--- config.mk ---
export PLATFORM = sky130hd
export DESIGN_NAME = conv_loop_top
export DESIGN_NICKNAME = d
export VERILOG_FILES = /design/src/conv_pkg.sv /design/src/replay_if.sv /design/src/single_port_ram.sv /design/src/feature_loop_buffer.sv /design/src/pass_accumulator.sv /design/src/conv_loop_top.sv
export VERILOG_INCLUDE_DIRS = /design/src /design/src/src
export SDC_FILE = /design/constraint.sdc
export NUM_CORES = 1
export LEC_CHECK = 0
export BUFFER_PORTS_ARGS = -buffer_cell sky130_fd_sc_hd__buf_4
export CAP_MARGIN = 20
export CELL_PAD_IN_SITES_DETAIL_PLACEMENT = 1
export CELL_PAD_IN_SITES_GLOBAL_PLACEMENT = 1
export CORE_MARGIN = 2
export CORE_UTILIZATION = 50
export CTS_BUF_LIST = sky130_fd_sc_hd__clkbuf_2
export CTS_CLUSTER_DIAMETER = 50
export CTS_CLUSTER_SIZE = 30
export DETAILED_ROUTE_END_ITERATION = 10
export PLACE_DENSITY_LB_ADDON = 0.25
export SYNTH_ARGS = -nofsm -noshare
export SYNTH_HDL_FRONTEND = slang
export SYNTH_SLANG_ARGS = --single-unit
--- constraint.sdc ---
create_clock -name clk -period 6.9 [get_ports clk]
set_clock_uncertainty 0.15 [all_clocks]
set_input_delay 0.345 -clock clk [delete_from_list [all_inputs] [get_ports clk]]
set_output_delay 0.345 -clock clk [all_outputs]
set_load 0.1 [all_outputs]
--- src/conv_config.svh ---
`ifndef CONV_CONFIG_SVH
`define CONV_CONFIG_SVH

// Data path widths
`define CONV_DATA_WIDTH      16
`define CONV_WEIGHT_WIDTH    8
`define CONV_ACC_WIDTH       40

// Frame geometry
`define CONV_IMAGE_WIDTH     4
`define CONV_IMAGE_SIZE      16
`define CONV_CHANNEL_NUM_IN  3
`define CONV_CHANNEL_NUM_OUT 4

// Idle gap scaling between replay passes
`define CONV_RATE            1

// Derived sizes
`define CONV_FRAME_PIXELS    (`CONV_CHANNEL_NUM_IN * `CONV_IMAGE_SIZE)
`define CONV_GAP_CYCLES      ((`CONV_IMAGE_WIDTH * `CONV_RATE) + `CONV_RATE)

`endif

--- src/conv_pkg.sv ---
`include "conv_config.svh"

package conv_pkg;

	////////////////////
	// Data types

	// Pixels are unsigned, weights signed
	typedef logic [`CONV_DATA_WIDTH-1:0] pixel_t;
	typedef logic signed [`CONV_WEIGHT_WIDTH-1:0] weight_t;

	// Zero-extended pixel times weight
	typedef logic signed [`CONV_DATA_WIDTH+`CONV_WEIGHT_WIDTH:0] product_t;
	typedef logic signed [`CONV_ACC_WIDTH-1:0] acc_t;

	////////////////////
	// Index types

	// Frame RAM address
	typedef logic [$clog2(`CONV_FRAME_PIXELS)-1:0] frame_addr_t;
	typedef logic [$clog2(`CONV_CHANNEL_NUM_IN)-1:0] chan_in_t;
	typedef logic [$clog2(`CONV_CHANNEL_NUM_OUT)-1:0] chan_out_t;

	// Pass times channel count plus channel
	typedef logic [$clog2(`CONV_CHANNEL_NUM_OUT*`CONV_CHANNEL_NUM_IN)-1:0]
		weight_addr_t;

endpackage

--- src/replay_if.sv ---
`timescale 1ns/1ps

// One replayed pixel per strobe, no handshake
interface replay_if;

	// Single-cycle strobe per pixel
	logic                valid;
	conv_pkg::pixel_t    data;

	// Input channel of this pixel
	conv_pkg::chan_in_t  chan_in;

	// Output channel being produced
	conv_pkg::chan_out_t pass;

	// Final pixel of the pass
	logic                last;

	modport source (
		output valid,
		output data,
		output chan_in,
		output pass,
		output last
	);

	modport sink (
		input valid,
		input data,
		input chan_in,
		input pass,
		input last
	);

endinterface

--- src/single_port_ram.sv ---
`timescale 1ns/1ps

module single_port_ram #(
	parameter type payload_t = conv_pkg::pixel_t,
	parameter int  DEPTH     = 16
) (
	input  logic                     clk,
	input  logic                     en,
	input  logic                     we,
	input  logic [$clog2(DEPTH)-1:0] addr,
	input  payload_t                 wdata,
	output payload_t                 rdata
);

	payload_t mem [DEPTH];

	// Registered read, written word shows up on rdata the next cycle
	always_ff @(posedge clk) begin
		if (en) begin
			if (we) begin
				mem[addr] <= wdata;
				rdata     <= wdata;
			end else begin
				rdata <= mem[addr];
			end
		end
	end

endmodule

--- src/feature_loop_buffer.sv ---
`timescale 1ns/1ps
`include "conv_config.svh"

module feature_loop_buffer (
	input  logic             clk,
	input  logic             reset,
	input  logic             valid_in,
	input  conv_pkg::pixel_t pxl_in,
	output logic             done,
	replay_if.source         out
);

	typedef enum logic [2:0] {
		st_idle,
		st_write,
		st_gap,
		st_replay,
		st_done
	} phase_t;

	phase_t                                  phase;
	conv_pkg::frame_addr_t                   addr_cnt;
	logic [$clog2(`CONV_IMAGE_SIZE)-1:0]     pix_cnt;
	conv_pkg::chan_in_t                      chan_cnt;
	conv_pkg::chan_out_t                     pass_cnt;
	logic [$clog2(`CONV_GAP_CYCLES + 1)-1:0] gap_cnt;
	logic                                    issue;
	logic                                    frame_end;

	// RAM access stage
	logic                  s1_valid;
	logic                  s1_we;
	logic                  s1_last;
	conv_pkg::frame_addr_t s1_addr;
	conv_pkg::pixel_t      s1_pxl;
	conv_pkg::chan_in_t    s1_chan;
	conv_pkg::chan_out_t   s1_pass;

	// Read data stage
	logic                  s2_valid;
	logic                  s2_last;
	conv_pkg::chan_in_t    s2_chan;
	conv_pkg::chan_out_t   s2_pass;
	conv_pkg::pixel_t      ram_rdata;

	// One beat per cycle while the frame arrives or a replay runs
	assign issue     = ((phase == st_idle || phase == st_write) && valid_in) ||
		(phase == st_replay);
	assign frame_end = (addr_cnt == `CONV_FRAME_PIXELS - 1);

	////////////////////
	// Sequencer

	always_ff @(posedge clk) begin
		if (reset) begin
			phase    <= st_idle;
			addr_cnt <= '0;
			pix_cnt  <= '0;
			chan_cnt <= '0;
			pass_cnt <= '0;
			gap_cnt  <= '0;
		end else if (phase == st_gap) begin
			// Idle cycles before the next replay
			if (gap_cnt == `CONV_GAP_CYCLES - 1)
				phase <= st_replay;
			gap_cnt <= gap_cnt + 1'b1;
		end else if (issue) begin
			if (frame_end) begin
				addr_cnt <= '0;
				pix_cnt  <= '0;
				chan_cnt <= '0;
				gap_cnt  <= '0;
				if (pass_cnt == `CONV_CHANNEL_NUM_OUT - 1) begin
					phase <= st_done;
				end else begin
					phase    <= st_gap;
					pass_cnt <= pass_cnt + 1'b1;
				end
			end else begin
				addr_cnt <= addr_cnt + 1'b1;
				// Channel tag tracks address / IMAGE_SIZE
				if (pix_cnt == `CONV_IMAGE_SIZE - 1) begin
					pix_cnt  <= '0;
					chan_cnt <= chan_cnt + 1'b1;
				end else begin
					pix_cnt <= pix_cnt + 1'b1;
				end
				if (phase == st_idle)
					phase <= st_write;
			end
		end
	end

	////////////////////
	// Tag pipeline

	always_ff @(posedge clk) begin
		if (reset) begin
			s1_valid <= 1'b0;
			s1_we    <= 1'b0;
			s1_last  <= 1'b0;
			s2_valid <= 1'b0;
			s2_last  <= 1'b0;
			done     <= 1'b0;
		end else begin
			s1_valid <= issue;
			s1_we    <= issue && (phase != st_replay);
			s1_last  <= issue && frame_end;
			s2_valid <= s1_valid;
			s2_last  <= s1_last;
			// Sticky until reset
			if (s2_valid && s2_last && (s2_pass == `CONV_CHANNEL_NUM_OUT - 1))
				done <= 1'b1;
		end
	end

	always_ff @(posedge clk) begin
		s1_pxl  <= pxl_in;
		s1_addr <= addr_cnt;
		s1_chan <= chan_cnt;
		s1_pass <= pass_cnt;
		s2_chan <= s1_chan;
		s2_pass <= s1_pass;
	end

	// Pass 0 goes through the write-first path
	single_port_ram #(
		.payload_t (conv_pkg::pixel_t),
		.DEPTH     (`CONV_FRAME_PIXELS)
	) frame_ram (
		.clk   (clk),
		.en    (s1_valid),
		.we    (s1_we),
		.addr  (s1_addr),
		.wdata (s1_pxl),
		.rdata (ram_rdata)
	);

	assign out.valid   = s2_valid;
	assign out.data    = ram_rdata;
	assign out.chan_in = s2_chan;
	assign out.pass    = s2_pass;
	assign out.last    = s2_last;

endmodule

--- src/pass_accumulator.sv ---
`timescale 1ns/1ps
`include "conv_config.svh"

module pass_accumulator (
	input  logic                   clk,
	input  logic                   reset,
	input  logic                   weight_we,
	input  conv_pkg::weight_addr_t weight_addr,
	input  conv_pkg::weight_t      weight_data,
	replay_if.sink                 in,
	output conv_pkg::acc_t         result,
	output logic                   result_valid
);

	conv_pkg::weight_addr_t rd_addr;
	conv_pkg::weight_addr_t ram_addr;
	conv_pkg::weight_t      weight_q;
	logic                   at_start;
	logic                   first_beat;

	// Stage 1, weight read
	logic                   p1_valid;
	logic                   p1_first;
	logic                   p1_last;
	conv_pkg::pixel_t       p1_pxl;

	// Stage 2, product
	logic                   p2_valid;
	logic                   p2_first;
	logic                   p2_last;
	conv_pkg::product_t     p2_prod;

	conv_pkg::acc_t         acc;

	// w[pass][chan] lives at pass * CHANNEL_NUM_IN + chan
	assign rd_addr  = conv_pkg::weight_addr_t'(in.pass * `CONV_CHANNEL_NUM_IN + in.chan_in);
	assign ram_addr = weight_we ? weight_addr : rd_addr;

	single_port_ram #(
		.payload_t (conv_pkg::weight_t),
		.DEPTH     (`CONV_CHANNEL_NUM_OUT * `CONV_CHANNEL_NUM_IN)
	) weight_ram (
		.clk   (clk),
		.en    (weight_we || in.valid),
		.we    (weight_we),
		.addr  (ram_addr),
		.wdata (weight_data),
		.rdata (weight_q)
	);

	// Next beat after a last opens a new pass
	assign first_beat = in.valid && at_start;

	////////////////////
	// Control pipeline

	always_ff @(posedge clk) begin
		if (reset) begin
			at_start     <= 1'b1;
			p1_valid     <= 1'b0;
			p1_first     <= 1'b0;
			p1_last      <= 1'b0;
			p2_valid     <= 1'b0;
			p2_first     <= 1'b0;
			p2_last      <= 1'b0;
			result_valid <= 1'b0;
		end else begin
			if (in.valid)
				at_start <= in.last;
			p1_valid     <= in.valid;
			p1_first     <= first_beat;
			p1_last      <= in.valid && in.last;
			p2_valid     <= p1_valid;
			p2_first     <= p1_first;
			p2_last      <= p1_last;
			result_valid <= p2_valid && p2_last;
		end
	end

	////////////////////
	// Multiply-accumulate

	always_ff @(posedge clk) begin
		p1_pxl <= in.data;
		// Pixel is unsigned, so extend with a zero sign bit
		p2_prod <= $signed({1'b0, p1_pxl}) * weight_q;
		if (p2_valid) begin
			if (p2_first)
				acc <= p2_prod;
			else
				acc <= acc + p2_prod;
		end
	end

	assign result = acc;

endmodule

--- src/conv_loop_top.sv ---
`timescale 1ns/1ps

module conv_loop_top (
	input  logic                   clk,
	input  logic                   reset,
	input  logic                   valid_in,
	input  conv_pkg::pixel_t       pxl_in,
	input  logic                   weight_we,
	input  conv_pkg::weight_addr_t weight_addr,
	input  conv_pkg::weight_t      weight_data,
	output conv_pkg::pixel_t       pxl_out,
	output logic                   valid_out,
	output conv_pkg::acc_t         result,
	output logic                   result_valid,
	output logic                   done
);

	// Buffer to accumulator link
	replay_if replay ();

	feature_loop_buffer u_buffer (
		.clk      (clk),
		.reset    (reset),
		.valid_in (valid_in),
		.pxl_in   (pxl_in),
		.done     (done),
		.out      (replay.source)
	);

	pass_accumulator u_accumulator (
		.clk          (clk),
		.reset        (reset),
		.weight_we    (weight_we),
		.weight_addr  (weight_addr),
		.weight_data  (weight_data),
		.in           (replay.sink),
		.result       (result),
		.result_valid (result_valid)
	);

	// Replay stream is also visible at the top
	assign pxl_out   = replay.data;
	assign valid_out = replay.valid;

endmodule

== After elaboration in Yosys (flattened, before gate mapping) ==
Memories as Yosys holds them, arrays and structs flattened. A register that Yosys moved wholly into a read port is not among the register bits.
Cells that the tools add are included.
Operators by class
  add/subtract/negate cells: 7
  multipliers: 2
  equality and inequality tests: 10
  mux-type cells: 22
  bitwise logic cells: 2
  reductions and logical operators: 20
Operators with widths (number)
  $add 40x25->40: 1
  $mux 40: 1
  $mux 3: 9
  $mul 17x8->25: 1
  $mux 4: 3
  $logic_and 1x1->1: 7
  $add 6x1->6 const B: 1
  $eq 3x2->1 const B: 2
  $eq 6x6->1 const B: 1
  $mux 1: 6
  $mux 6: 1
  $reduce_and 3->1: 2
  $reduce_bool 2->1: 3
  $add 2x1->2 const B: 2
  $add 4x1->4 const B: 1
  $add 4x2->4: 1
  $eq 2x2->1 const B: 2
  $eq 4x4->1 const B: 1
  $mul 2x2->4 const B: 1
  $mux 2: 2
  $reduce_and 2->1: 2
  $reduce_and 4->1: 1
  $add 3x1->3 const B: 1
  $eq 3x1->1 const B: 1
  7 further kinds: 10
Storage, ports and cells
  bits in registers: 145
  memory bits (writable): 864
  input bits: 32
  output and inout port bits: 59
  word-level logic and storage cells: 94
  memories: 2
Memory list
  u_buffer.frame_ram.mem: depth 48, bits a word 16, read ports 1, clocked after memory_dff 1, write ports 1, RTL line single_port_ram.sv:15  | payload_t mem [DEPTH];
  u_accumulator.weight_ram.mem: depth 12, bits a word 8, read ports 1, clocked after memory_dff 1, write ports 1, RTL line single_port_ram.sv:15

== Longest topological paths before layout ==
  depth after elaboration: 6
  gate-level depth with buffers: 19
  mapped depth without buffers: 18

== Modules after synthesis ==
From an unflattened synthesis, not the netlist that was laid out.
Unflattened totals
  cells, all modules: 3058
  area, all modules: 45635.0 um^2
Modules (own cells, without submodules)
  single_port_ram at u_buffer.frame_ram: instances 1, cells an instance 1696, area each 30553.1 um^2, seq. area each 23542.6 um^2
  pass_accumulator: instances 1, cells an instance 1020, area each 9238.9 um^2, seq. area each 2182.1 um^2
  single_port_ram at u_accumulator.weight_ram: instances 1, cells an instance 182, area each 4043.9 um^2, seq. area each 3123.0 um^2
  feature_loop_buffer: instances 1, cells an instance 160, area each 1799.2 um^2, seq. area each 1121.1 um^2

== Worst setup path after synthesis ==
Ideal clock, no wire load.
  kind: reg2reg
  start point: register u_accumulator.weight_ram.rdata[7] in the netlist's numbering (read register of u_accumulator.weight_ram.mem)
  end point: register u_accumulator.p2_prod[18]
  library setup time: 0.072 ns
  data arrival time: 4.683 ns
  required time: 6.678 ns
  setup slack: 1.995 ns
  stages on the path, launching flop included: 19
  path buffers: 1
  clock period less this slack: 4.905 ns
  path through: edfxtp_1 inv_1 buf_1 nor2_1 fa_1 fa_1 fa_1 inv_1 fa_1 inv_1 ha_1 a21o_1 a21o_1 a21oi_1 nor2b_1 a311o_1 a31o_2 a21oi_1 xnor2_1
On the way
  cells in the longest elaborated chain, start to end: 1
Ends and longest elaborated chain
  start, declared: RTL line single_port_ram.sv:12  | output payload_t rdata
  $mul 17x8->25: RTL line pass_accumulator.sv:86  | p2_prod <= $signed({1'b0, p1_pxl}) * weight_q;
  end signal, assigned: RTL line pass_accumulator.sv:86
  end, declared: RTL line pass_accumulator.sv:31  | conv_pkg::product_t p2_prod;
Every way passes these cells.
A chain may end at the register's enable or synchronous reset.

== Final worst setup path ==
Same ends and word-level chain as after synthesis.

==> flow_metrics.tcl <==
set metrics [dict create \
    outcome "finished, final reports clean" \
    boundaryPins 91 \
    syn_nets 3268 \
    rsz0062_at_grt "false" \
    worst_setup_path_end_kind "register" \
    gr-total-overflow 0 \
    fin_crit_ns 5.43 \
    avgSynthCellArea_um2 14.8 \
    fin_setup_tns_ns 0 \
    postPlaceCellArea_um2 47600 \
    synthArstFlopShare_pct 0 \
    yosysMostFrequentCell "edfxtp_1" \
    nNetsFinal 3513 \
    synth_ff_type "edfxtp_1" \
    cts_root_buf "clkbuf_2" \
    via_per_inst 6.23 \
    postRouteAntennaNets 0 \
    synth_top_area_cell "edfxtp_1" \
    synth-seq-cells 1033 \
    vias 28400 \
    cts_tree "yes" \
    numCtsBuffers 105 \
    wirelength_mm 133 \
    cts_num_sinks 1033 \
    synth_warnings 0 \
    syn-cell-area_um2 45100 \
    worstSkewPairLatency_ns 1.43 \
    fp-row-count 110 \
    drv_slew 0 \
    grt_max_degree 96 \
    ctsResizeCount 0 \
    path_class "register to register" \
    p_per_area_nw_per_um2 276 \
    synthDistinctLibCells 77 \
    die_h_um 304 \
    core_um2 89700 \
    h-tree-depth 3 \
    finalSetupViolations 0 \
    min_path_type "register to register" \
    drcViolationCount 0 \
    clock_path_buffers 3 \
    irDropWorstVdd_mv 0.247 \
    critPathLaunchType "register" \
    synth_edf_count 928 \
    worstPathMaxFanout 14 \
    grt_usage_pct 28.6 \
    pre_cts_ws_ns 1.63 \
    hold_viol 0 \
    synthTopCellsByArea "edfxtp_1, dfxtp_1, fa_1" \
    fin_crit_sh_pct 78.8 \
    clkTransAtPathRegs_ns 0.27 \
    dr.pass1.iters 6 \
    yosys-top-cells-count "edfxtp_1, nor2_1, a21oi_1, inv_1, nand2_1" \
    max_slew_margin_pct 22.5 \
    fp.dieW_um 304 \
    max_freq_mhz 184 \
    drive_above_1_share_pct 17.1 \
    synth_top_area_share_pct 61.8 \
    numPortBuffers 90 \
    setup_slack_ns 1.47 \
    start_util_pct 50.3 \
    drtIter0Drc 3123 \
    grt_pass1_wl_mm 197 \
    tightest_slew_ns 1.16 \
    required_ns 7.98 \
    grt_pass1_vias 29700 \
    routedWlPerCell_um 29.2 \
    dp_hpwl_mm 82.9 \
    antenna_found_initial 4 \
    max-cap-violations 0 \
    gp_congestion 0.924 \
    yosysSeqAreaShare_pct 66.4 \
    netlist_instances 3042 \
    die_area_um2 92600 \
    area_delta_synth_final_pct 11.0 \
    postLayoutCoreUtil_pct 55.8 \
    layout.cell_area.non_filler_um2 50100 \
    worstPathArrival_ns 6.52 \
    leakage_nw 17.3 \
]
## kinds of logic (layout without fill, tap and decap cells)
family / after synthesis / count (layout) / share of synthesized area, %
other: 0 / 5 / 0
multiplexers: 210 / 210 / 6.91
buffers and inverters: 306 / 644 / 2.75
AO/OA/AOI/OAI: 628 / 628 / 9.48
XOR/XNOR: 54 / 54 / 1.05
AND/OR/NAND/NOR: 617 / 617 / 6.53
adder cells (fa/ha/maj): 194 / 194 / 6.85
flip-flops: 1033 / 1033 / 66.4
## area by class of cell
| class | count | area [um^2] |
|---|---|---|
| Clock inverter | 89 | 1080 |
| Antenna cell | 5 | 12.5 |
| Timing Repair Buffer | 287 | 2410 |
| Clock buffer | 111 | 556 |
| Sequential cell | 1033 | 30000 |
| Fill cell | 8632 | 39600 |
| Inverter | 157 | 589 |
| Tap cell | 1176 | 1470 |
| Multi-Input combinational cell | 1703 | 14000 |
## flip-flops by register name, summed over array words and instances (netlist names), 3 cells and up
register,cells
u_buffer.frame_ram.mem,768
u_accumulator.weight_ram.mem,96
u_accumulator.result,40
u_accumulator.p2_prod,25
u_accumulator.p1_pxl,16
u_buffer.frame_ram.rdata,16
u_buffer.s1_pxl,16
u_accumulator.weight_ram.rdata,8
u_buffer.addr_cnt,6
u_buffer.s1_addr,6
u_buffer.pix_cnt,4
u_buffer.gap_cnt,3
u_buffer.phase,3
## cell usage in the layout, fill, tap and decap left out, types with 28 or more instances in the layout
master,instances
mux2_2,51
a221oi_1,99
dfxtp_1,84
edfxtp_1,928
mux2i_1,81
ha_1,106
nand2_1,150
a22oi_1,57
and2_1,100
clkbuf_2,111
fa_1,88
o21ai_0,116
xnor2_1,28
nor2_1,207
dlygate4sd3_1,86
inv_1,155
mux4_2,76
a21oi_1,158
buf_4,197
## timing repair
item                                   4_1_cts  5_1_grt
hold buffers                                86        0
setup buffers                                0        0
endpoints found under the hold margin      258        0
## where the power goes
part | internal, W | total (W) | switching [W] | leakage (nW)
Sequential | 0.00701 | 0.00717 | 0.000159 | 9.24
Combinational | 0.00123 | 0.00308 | 0.00185 | 7.16
Clock | 0.00117 | 0.00358 | 0.00241 | 0.957
## worst paths after layout
check | startpoint | endpoint | slack [ns] | cells past startpoint
setup reg to reg | u_accumulator.weight_ram.rdata[7] | u_accumulator.p2_prod[18] | 1.47 | 17
setup / recovery | u_accumulator.weight_ram.rdata[7] | u_accumulator.p2_prod[18] | 1.47 | 17
hold / removal | u_buffer.s1_pass[0] | u_buffer.out.pass[0] | 0.21 | 0
hold reg to reg | u_buffer.s1_pass[0] | u_buffer.out.pass[0] | 0.21 | 0
## routing by layer
metal,routed length (um),track usage (%),up-vias
li1,-,-,12100
met1,53800,39.0,14600
met2,62200,45.6,1379
met3,11200,5.32,305
met4,5690,11.6,2
met5,13,0,-
## through the flow
stage	hold slack (ns)	power [W]	instances
CTS	0.0763	0.0139	4554
global placement	0.162	0.0102	4266
finish	0.209	0.0138	4561
detailed placement	0.170	0.0103	4268
global route	0.0545	0.0145	4561
floorplan	0.160	0.00944	3042
## critical path, cell delays in order (launching register included)
cell,delay (ns)
edfxtp_1,0.52
inv_1,0.45
nor2_1,0.11
fa_1,0.53
fa_1,0.43
fa_1,0.49
inv_1,0.05
fa_1,0.49
inv_1,0.04
ha_1,0.34
a21o_1,0.18
a21o_1,0.17
a21oi_1,0.31
nor2b_1,0.11
a311o_1,0.36
a31o_2,0.24
a21oi_1,0.17
xnor2_1,0.14
No activity file was read; power rests on OpenSTA's default activity.
